<file path="src/rtl/support_pkg.sv">
// reset support package

package support_pkg;

   // infrastructure reset sequence, 3'd5 left unused
   typedef enum logic [2:0] {
      r_init   = 3'd0, // power-on, memory reset after holdoff
      r_reset1 = 3'd1, // restart entry, memory reset
      r_reset2 = 3'd2,
      r_reset3 = 3'd3, // waiting on memory calibration
      r_reset4 = 3'd4, // cpu sequence start
      r_wait   = 3'd6, // reset released
      r_idle   = 3'd7  // system up
   } reset_state_t;

   // cpu reset and boot window, 3'd7 left unused
   typedef enum logic [2:0] {
      c_init   = 3'd0,
      c_reset1 = 3'd1,
      c_reset2 = 3'd2,
      c_reset3 = 3'd3, // reset and boot overlap
      c_boot   = 3'd4,
      c_wait   = 3'd5, // waiting for system idle
      c_idle   = 3'd6  // cpu running
   } cpu_state_t;

   typedef logic [15:0] cycle_count_t; // sysclk cycle counts
   typedef logic [15:0] press_hist_t;  // button sample history

endpackage

</file>
<file path="src/rtl/tick_gen.sv">
// tick divider chain
`timescale 1ns/1ns

module tick_gen #(
   parameter int MED_DIV_BITS  = 6,
   parameter int SLOW_DIV_BITS = 12,
   parameter int CPU_DIV_BITS  = 2
) (
   input  logic sysclk,
   input  logic dcm_reset,
   output logic med_tick,
   output logic slow_tick,
   output logic cpu_tick
);

   logic [MED_DIV_BITS-1:0]  med_cnt;
   logic [SLOW_DIV_BITS-1:0] slow_cnt;
   logic [CPU_DIV_BITS-1:0]  cpu_cnt;

   // free-running, all three start together out of reset
   always_ff @(posedge sysclk or posedge dcm_reset)
   begin
      if (dcm_reset)
      begin
         med_cnt  <= '0;
         slow_cnt <= '0;
         cpu_cnt  <= '0;
      end
      else
      begin
         med_cnt  <= med_cnt + 1'b1;
         slow_cnt <= slow_cnt + 1'b1;
         cpu_cnt  <= cpu_cnt + 1'b1;
      end
   end

   assign med_tick  = &med_cnt;  // one cycle per medium period
   assign slow_tick = &slow_cnt; // debounce sample strobe
   assign cpu_tick  = &cpu_cnt;

   // cpu period must divide the medium period so cpu_start always sees a cpu tick
   a_cpu_in_med : assert property (@(posedge sysclk) disable iff (dcm_reset)
      med_tick |-> cpu_tick);

endmodule

</file>
<file path="src/rtl/button_debounce.sv">
// push button debounce
`timescale 1ns/1ns

module button_debounce #(
   parameter int HOLD_LEN = 10
) (
   input  logic sysclk,
   input  logic dcm_reset,
   input  logic slow_tick,
   input  logic button_r,
   output logic press
);

   import support_pkg::*;

   press_hist_t hist;      // newest sample in bit 0
   logic        detected;
   logic        press_history; // detection seen at the previous sample

   always_ff @(posedge sysclk or posedge dcm_reset)
   begin
      if (dcm_reset)
      begin
         hist          <= '0;
         press_history <= 1'b0;
      end
      else if (slow_tick)
      begin
         hist          <= {hist[14:0], button_r};
         press_history <= detected;
      end
   end

   // button counts as down after HOLD_LEN high samples in a row
   assign detected = &hist[HOLD_LEN-1:0];

   // rising edge of detection, one cycle wide
   assign press = slow_tick && detected && !press_history;

   a_press_single : assert property (@(posedge sysclk) disable iff (dcm_reset)
      press |=> !press);

endmodule

</file>
<file path="src/rtl/reset_sequencer.sv">
// infrastructure reset sequencer
`timescale 1ns/1ns

module reset_sequencer #(
   parameter support_pkg::cycle_count_t HOLDOFF = 16'd4
) (
   input  logic sysclk,
   input  logic dcm_reset,
   input  logic med_tick,
   input  logic press,
   input  logic lpddr_calib_done,
   input  logic cpu_busy,
   output logic lpddr_reset,
   output logic infra_hold,
   output logic cpu_start,
   output logic sys_idle
);

   import support_pkg::*;

   reset_state_t state;
   reset_state_t state_next;
   cycle_count_t holdoff_cnt;
   logic         holdoff_done;
   logic         pending; // press waiting for a medium tick

   // counts only once after power-up, then parks at HOLDOFF
   always_ff @(posedge sysclk or posedge dcm_reset)
   begin
      if (dcm_reset)
         holdoff_cnt <= '0;
      else if (!holdoff_done)
         holdoff_cnt <= holdoff_cnt + 1'b1;
   end

   assign holdoff_done = (holdoff_cnt == HOLDOFF);

   // a press landing on a tick cycle survives to the following tick
   always_ff @(posedge sysclk or posedge dcm_reset)
   begin
      if (dcm_reset)
         pending <= 1'b0;
      else if (press)
         pending <= 1'b1;
      else if (med_tick)
         pending <= 1'b0;
   end

   always_comb
   begin
      state_next = state;
      case (state)
         r_init   : state_next = r_reset1;
         r_reset1 : state_next = r_reset2;
         r_reset2 : state_next = r_reset3;
         r_reset3 : if (lpddr_calib_done) state_next = r_reset4;
         r_reset4 : if (cpu_busy) state_next = r_wait;   // cpu has taken the start
         r_wait   : if (!pending) state_next = r_idle;
         r_idle   : if (pending) state_next = r_reset1;  // restart from button
         default  : state_next = r_init;
      endcase
   end

   always_ff @(posedge sysclk or posedge dcm_reset)
   begin
      if (dcm_reset)
         state <= r_init;
      else if (med_tick)
         state <= state_next;
   end

   assign lpddr_reset = (state == r_init || state == r_reset1) && holdoff_done;
   assign infra_hold  = (state == r_init) || (state == r_reset1) ||
                        (state == r_reset2) || (state == r_reset3);
   assign cpu_start   = (state == r_reset4);
   assign sys_idle    = (state == r_idle);

   a_state_legal : assert property (@(posedge sysclk) disable iff (dcm_reset)
      state != reset_state_t'(3'd5));

   // memory reset ends only with the step on to r_reset2
   a_lpddr_window : assert property (@(posedge sysclk) disable iff (dcm_reset)
      $fell(lpddr_reset) |-> (state == r_reset2));

endmodule

</file>
<file path="src/rtl/cpu_sequencer.sv">
// cpu reset and boot sequencer
`timescale 1ns/1ns

module cpu_sequencer (
   input  logic sysclk,
   input  logic dcm_reset,
   input  logic cpu_tick,
   input  logic infra_hold,
   input  logic cpu_start,
   input  logic sys_idle,
   output logic cpu_busy,
   output logic reset,
   output logic boot
);

   import support_pkg::*;

   cpu_state_t state;
   cpu_state_t state_next;

   always_comb
   begin
      state_next = state;
      case (state)
         c_init   : if (cpu_start) state_next = c_reset1;
         c_reset1 : state_next = c_reset2;
         c_reset2 : state_next = c_reset3;
         c_reset3 : state_next = c_boot;
         c_boot   : state_next = c_wait;
         c_wait   : if (sys_idle) state_next = c_idle;
         c_idle   : if (cpu_start) state_next = c_reset1; // button restart
         default  : state_next = c_init;
      endcase
   end

   always_ff @(posedge sysclk or posedge dcm_reset)
   begin
      if (dcm_reset)
         state <= c_init;
      else if (cpu_tick)
         state <= state_next;
   end

   assign cpu_busy = (state != c_idle);

   // infrastructure hold keeps the cpu in reset too
   assign reset = infra_hold || (state == c_init) || (state == c_reset1) ||
                  (state == c_reset2) || (state == c_reset3) ||
                  (state == c_idle && cpu_start); // restart start not yet taken

   // two cpu periods, the first one overlapping reset
   assign boot = (state == c_reset3) || (state == c_boot);

   // boot only once the memory side is out of reset
   a_boot_after_infra : assert property (@(posedge sysclk) disable iff (dcm_reset)
      !(boot && infra_hold));

endmodule

</file>
<file path="src/rtl/support_top.sv">
// reset support top level
`timescale 1ns/1ns

module support_top #(
   parameter int                       MED_DIV_BITS  = 6,
   parameter int                       SLOW_DIV_BITS = 12,
   parameter int                       CPU_DIV_BITS  = 2,
   parameter int                       HOLD_LEN      = 10,
   parameter support_pkg::cycle_count_t HOLDOFF      = 16'd4
) (
   input  logic sysclk,
   input  logic dcm_reset,
   input  logic button_r,
   input  logic lpddr_calib_done,
   output logic lpddr_reset,
   output logic reset,
   output logic boot
);

   logic med_tick;
   logic slow_tick;
   logic cpu_tick;
   logic press;
   logic infra_hold;
   logic cpu_start;
   logic sys_idle;
   logic cpu_busy;

   tick_gen #(
      .MED_DIV_BITS  (MED_DIV_BITS),
      .SLOW_DIV_BITS (SLOW_DIV_BITS),
      .CPU_DIV_BITS  (CPU_DIV_BITS)
   ) u_tick_gen (
      .sysclk    (sysclk),
      .dcm_reset (dcm_reset),
      .med_tick  (med_tick),
      .slow_tick (slow_tick),
      .cpu_tick  (cpu_tick)
   );

   button_debounce #(
      .HOLD_LEN (HOLD_LEN)
   ) u_button_debounce (
      .sysclk    (sysclk),
      .dcm_reset (dcm_reset),
      .slow_tick (slow_tick),
      .button_r  (button_r),
      .press     (press)
   );

   reset_sequencer #(
      .HOLDOFF (HOLDOFF)
   ) u_reset_sequencer (
      .sysclk           (sysclk),
      .dcm_reset        (dcm_reset),
      .med_tick         (med_tick),
      .press            (press),
      .lpddr_calib_done (lpddr_calib_done),
      .cpu_busy         (cpu_busy),
      .lpddr_reset      (lpddr_reset),
      .infra_hold       (infra_hold),
      .cpu_start        (cpu_start),
      .sys_idle         (sys_idle)
   );

   cpu_sequencer u_cpu_sequencer (
      .sysclk     (sysclk),
      .dcm_reset  (dcm_reset),
      .cpu_tick   (cpu_tick),
      .infra_hold (infra_hold),
      .cpu_start  (cpu_start),
      .sys_idle   (sys_idle),
      .cpu_busy   (cpu_busy),
      .reset      (reset),
      .boot       (boot)
   );

endmodule

</file>
<file path="config.mk">
export PLATFORM = sky130hd
export DESIGN_NAME = support_top
export DESIGN_NICKNAME = d
export VERILOG_FILES = /design/src/rtl/support_pkg.sv /design/src/rtl/tick_gen.sv /design/src/rtl/button_debounce.sv /design/src/rtl/reset_sequencer.sv /design/src/rtl/cpu_sequencer.sv /design/src/rtl/support_top.sv
export SDC_FILE = /design/constraint.sdc
export NUM_CORES = 1
export LEC_CHECK = 0
export BUFFER_PORTS_ARGS = -buffer_cell sky130_fd_sc_hd__buf_2
export CAP_MARGIN = 40
export CORE_ASPECT_RATIO = 1.2
export CORE_UTILIZATION = 51
export CTS_BUF_LIST = sky130_fd_sc_hd__clkbuf_4
export DETAILED_ROUTE_END_ITERATION = 16
export GPL_ROUTABILITY_DRIVEN = 0
export GPL_TIMING_DRIVEN = 0
export PLACE_DENSITY = 0.67
export SLEW_MARGIN = 20
export SYNTH_ARGS = -nofsm -noshare
export SYNTH_HDL_FRONTEND = slang
export SYNTH_SLANG_ARGS = --single-unit
</file>
<file path="constraint.sdc">
create_clock -name sysclk -period 2.05 [get_ports sysclk]
set_input_delay 0.1025 -clock sysclk [delete_from_list [all_inputs] [get_ports sysclk]]
set_output_delay 0.1025 -clock sysclk [all_outputs]
set_load 0.01 [all_outputs]
</file>
[Yosys cells after proc, flatten, opt, wreduce, memory -nomap -nowiden]
Cells that the tools add are included.
Word-level totals
  register bits: 54
  bits of input ports: 4
Cells by class
  add/sub/neg operators: 4
  equal/unequal tests: 20
  multiplexer cells: 10
  reduce and logical (&&, ||, !) cells: 23
Operators by type and width (count)
  one-hot mux 3 bit (7 select lines): 1
  AND reduction 10 bit: 2
  == test 3 bit, second input constant: 6
  2-to-1 mux 3 bit: 6
  one-hot mux 3 bit (6 select lines): 1
  adder 16 x 1 -> 16 bit, second input constant: 1
  == test 16 x 3 -> 1 bit, second input constant: 1
  adder 12 x 1 -> 12 bit, second input constant: 1
  == test 3 x 2 -> 1 bit, second input constant: 4
  AND reduction 12 bit: 1
  logical OR 1 bit: 9
  inequality test 2 bit, second input constant: 4
  adder 6 x 1 -> 6 bit, second input constant: 1
  == test 3 x 1 -> 1 bit, second input constant: 2
  zero test 3 bit: 2
  AND reduction 6 bit: 1
  logical AND 1 bit: 4
  inequality test 2 x 1 -> 1 bit, second input constant: 2
  AND reduction 4 bit: 1
  inequality test 3 bit, second input constant: 1
  adder 2 x 1 -> 2 bit, second input constant: 1
  2-to-1 mux 1 bit: 2
  nonzero test 2 bit: 1
  OR reduction 2 bit: 1
  zero test 1 bit: 1

[Logic depth before layout (Yosys ltp)]
  word-level depth: 9
  gate-level depth with buffers: 6
  depth with buffers taken out: 6

[Hierarchy]
Synthesis repeated with hierarchy kept, for this count alone.
Second synthesis, totals
  cell total of the unflattened synthesis: 212
  area total of the unflattened synthesis: 2539.9 sq um
By module, submodules not included
  reset_sequencer: instances 1, cells an instance 90, area each 973.4 sq um, seq. area each 500.5 sq um
  tick_gen: instances 1, cells an instance 66, area each 837.1 sq um, seq. area each 500.5 sq um
  button_debounce: instances 1, cells an instance 29, area each 493.0 sq um, seq. area each 275.3 sq um
  cpu_sequencer: instances 1, cells an instance 27, area each 236.5 sq um, seq. area each 75.1 sq um

[Worst setup path before layout]
Ideal clock, no wire load.
  path type: flip-flop to flip-flop
  start point: reg u_cpu_sequencer.state[0]
  end point: reg u_reset_sequencer.state[0]
  setup time: 121 ps
  data arrival time: 1475 ps
  setup slack: 454 ps
  stages on the path, launching flop included: 5
  path buffers: 1
  cells stage by stage: dfrtp_1 -> buf_6 -> or4b_4 -> o2111a_1 -> a22o_1
Between the ends
  word-level cells in the longest chain between the ends: 3
RTL lines
  start: declaration: RTL line cpu_sequencer.sv:18  | cpu_state_t state;
  start signal: assignment: RTL line cpu_sequencer.sv:39  | state <= c_init;
  start signal: assignment: RTL line cpu_sequencer.sv:41  | state <= state_next;
  inequality test 3 bit: RTL line cpu_sequencer.sv:44  | assign cpu_busy = (state != c_idle);
  inequality test 2 bit (no line)
  AND reduction 10 bit (no line)
  end signal: assignment: RTL line reset_sequencer.sv:67  | state <= r_init;
  end signal: assignment: RTL line reset_sequencer.sv:69  | state <= state_next;
  end: declaration: RTL line reset_sequencer.sv:21  | reset_state_t state;
No other way between the ends.
A chain may end at the register's enable or synchronous reset.

[Worst setup path after layout]
  start point: reg u_reset_sequencer.holdoff_cnt[3]
  end point: out lpddr_reset
Between the ends
  word-level cells in the longest chain between the ends: 2
RTL lines
  start: declaration: RTL line reset_sequencer.sv:23  | cycle_count_t holdoff_cnt;
  start signal: assignment: RTL line reset_sequencer.sv:33  | holdoff_cnt <= holdoff_cnt + 1'b1;
  == test 16 x 3 -> 1 bit: RTL line reset_sequencer.sv:36  | assign holdoff_done = (holdoff_cnt == HOLDOFF);
  logical AND 1 bit: RTL line reset_sequencer.sv:72  | assign lpddr_reset = (state == r_init || state == r_reset1) && holdoff_done;
  end: declaration: RTL line support_top.sv:15  | output logic lpddr_reset,
No other way between the ends.

==> results by group <==
Status
  – Outcome: finished, final reports clean

Logic synthesis
  – Seq cells post-synth: between 50 and 60
  – Net Count, Synth: around 220
  – Leading register cell type out of synthesis: dfrtp_1
  – Number of synthesized flops with an enable pin: 0
  – Netlist cell types: 35
  – Most frequent cell after synthesis: dfrtp_1
  – Synth area leader: dfrtp_1
  – Synth Area per Inst: 11.6 um^2
  – FFs w/ async S/R, synth: 100%
  – Warnings from Yosys: 0
  – Synth Cell Area: 2420 um^2
  – Commonest cells post-synth: dfrtp_1 (54), xnor2_1 (21), nand3_1 (19)
  – Post-Synthesis Cells: 209
  – Top post-synthesis cells by area: dfrtp_1 (56%), xnor2_1 (7.6%), mux2_2 (5.1%)
  – Seq/Total Area, Yosys: 55.9%
  – Yosys top cell area share: 55.9%

Die
  – Die Wd: 64.8 um
  – Initial Utilization: 53.0%
  – Total core area: 4560 um^2
  – Die area: about 5000 um^2
  – Row count: 27
  – Die height: 77.4 um
  – I/O pins: 7

STA
  – Max Freq: 0.550 GHz
  – Setup ws final: about 0.23 ns
  – Max-slew violations: 0
  – Slew HR: a little over two thirds
  – Setup TNS Final: 0 ns
  – Crit path time final: approximately 1.8 ns
  – RSZ-0062 raised after global routing: false
  – Final Cycle Share: 88.8%
  – Final setup vio count: 0
  – Slew @ Worst Pin: 0.459 ns
  – Clk_skew: 0.0134 ns
  – Final-report hold violation count: 0

Layout
  – Area of the multi-input gates: 992 um^2
  – Nets: between 200 and 250
  – Utilization after layout: 57.9%
  – Area delta synth->final: 9.22%
  – Layout cell share with drive strength beyond 1: 16.3%
  – Antenna diode count: 0
  – Fillers: ~390
  – Final std cells w/o fill: 285
  – FF/Latch Area: 1350 um^2

Route
  – DR vias: ~1600
  – DRT Pass-1 Iters: 6
  – Drt wl/cell: 12.8 um
  – Drt drc: 0
  – WL met3: 93 um
  – Final Routed Wirelength: 3.66 mm
  – Initial drt markers: 72
  – Met1 WL: 1.64 mm
  – Top Metal Used: met4
  – Drt via density: between 5 and 6
  – Routed wl met2: 1.86 mm
  – Antenna violation net count after detailed routing: 0

Critical path
  – Critical Path Source Type: flip-flop
  – Nature of the critical path endpoint: primary output
  – Crit path from: u_reset_sequencer.holdoff_cnt[3]$_DFFE_PP0N_
  – Flop2flop setup slack: between 0.3 and 0.4 ns
  – Crit path required time: about 2.0 ns
  – Path type of the worst setup path: flip-flop to primary output
  – Worst-path fanout max: 6
  – CP arrival: 1.72 ns
  – Reg-to-Reg Start: u_tick_gen.slow_cnt[0]$_DFF_PP0_

Pwr
  – Net Switching: 0.000348 W
  – Proportion of power drawn by the clock network: between 20 and 30%
  – Reg power frac: 68.3%
  – P_int: 0.00121 W
  – Leak Pwr: between 1 and 1.5 nW
  – Peak VDD IR: 0.308 mV
  – Pwr Total: 0.00156 W
  – P per Cell Area: 591 nW/um^2
  – Power share of the combinational group: 2.0%
  – Switching share of power: 22.3%

Global routing
  – First-pass GRT wire length: 6.68 mm
  – Vias in the first global route: 1564
  – Initial antenna violation count: 0
  – Largest net degree at the start of global routing: 37
  – Gr usage total: 17.1%
  – GRT overflow: 0

Clock network
  – Clock sink total: 54
  – CTS H-tree depth: 2
  – TritonCTS clock tree: built
  – CTS clk-pin slew, worst paths: 0.15 ns
  – Clock tree root driver cell: clkbuf_4
  – Clk buf depth: 2
  – Clk_lat worst skew: between 0.3 and 0.4 ns
  – CTS Buf Count: 5

Place
  – Dpl hpwl: about 2.7 mm
  – Dpl ws: roughly 0.34 ns
  – Dpl cells: 274
  – PortBufs: 6

Min path
  – Hold Path Origin: lpddr_calib_done
  – Hold Crit Class: input pin to flip-flop

Job
  – Max cap viols: 0
-- per-layer routing --
layer	GRT usage, %	up-vias
met5	0	-
met3	4.41	5
met1	21.2	779
met2	28.4	11
met4	6.00	0
li1	-	755
-- placed cells by master (no fill, tap or decap), drive strengths merged, types with 2 or more instances in the layout --
| cell | n |
|---|---|
| and4 | 2 |
| dfrtp | 54 |
| mux2 | 11 |
| nand2 | 14 |
| nor3b | 2 |
| nand4 | 7 |
| ha | 5 |
| buf | 11 |
| nor2 | 3 |
| dlygate4sd3 | 2 |
| xor2 | 9 |
| and3 | 9 |
| clkbuf | 8 |
| clkinvlp | 2 |
| nand3 | 19 |
| a21oi | 5 |
| nor3 | 4 |
| nor4 | 2 |
| nand2b | 2 |
| inv | 13 |
| xnor2 | 21 |
| nor4b | 2 |
| o21ai | 8 |
-- path summary, 6_finish.rpt --
path | endpoint | depth (start not counted)
setup / recovery | lpddr_reset | 4
hold / removal | u_reset_sequencer.state[0]$_DFFE_PP0P_ | 5
setup reg to reg | u_button_debounce.hist[9]$_DFFE_PP0N_ | 5
hold reg to reg | u_tick_gen.cpu_cnt[0]$_DFF_PP0_ | 1
max in group asynchronous | u_tick_gen.slow_cnt[11]$_DFF_PP0_ | 4
min in group asynchronous | u_reset_sequencer.holdoff_cnt[2]$_DFFE_PP0N_ | 3
-- kinds of logic (layout without fill, tap and decap cells) --
logic type	after synthesis	count (layout)	synth area share [%]
adders and majority gates	5	5	2.59
buffers and inverters	18	36	3.47
DFF	54	54	55.9
xor gates and xnor gates	30	30	10.9
AOI/OAI and AO/OA	19	19	4.87
muxes	12	12	5.54
and+or+nand+nor	71	71	16.7
-- power groups by stage --
| stage | Combinational (W) | Sequential [W] | Clock [W] |
|---|---|---|---|
| after CTS | 0.0000324 | 0.00107 | 0.000496 |
| after floorplan | 0.0000159 | 0.00109 | 0 |
| after detailed placement | 0.0000294 | 0.00109 | 0 |
| after global routing | 0.0000354 | 0.00107 | 0.000539 |
| final | 0.0000305 | 0.00107 | 0.000464 |
| after global placement | 0.0000230 | 0.00109 | 0 |
-- state kept, by name, indices dropped and copies added (netlist names) --
signal	cells
u_reset_sequencer.state	3
u_cpu_sequencer.state	3
u_reset_sequencer.pending	1
u_tick_gen.cpu_cnt	2
u_tick_gen.slow_cnt	12
u_button_debounce.press_history	1
u_button_debounce.hist	10
u_tick_gen.med_cnt	6
u_reset_sequencer.holdoff_cnt	16
-- worst max-delay path: stages, from the launching register on --
cell	delay [ns]
dfrtp_1	0.48
nor4b_1	0.34
nand4_1	0.23
nor3_2	0.14
buf_2	0.15
-- per-stage QoR --
stage | instance area, um^2 | hold slack, ns
CTS | 2630 | 0.136
detailed placement | 2540 | 0.132
global placement | 2520 | 0.337
finish | 2640 | 0.149
floorplan | 2420 | 0.254
global route | 2640 | 0.178
-- area by class of cell --
class,instances,area share (%)
buffer,6,1.47
tap,58,2.75
sequential,54,51.2
clock buffer,5,1.42
timing repair buffer,10,2.94
clock inverter,3,0.901
inverter,12,1.71
multi-input combinational,137,37.6
-- repair_timing --
action / CTS / global route
hold buffers: 2 / 0
pin swaps: 1 / 1
setup endpoints to repair: 1 / 1
hold endpoints to repair: 19 / 0
resized for setup: 0 / 2
buffers inserted: 1 / 0
Power figures use the tool's default switching activity.
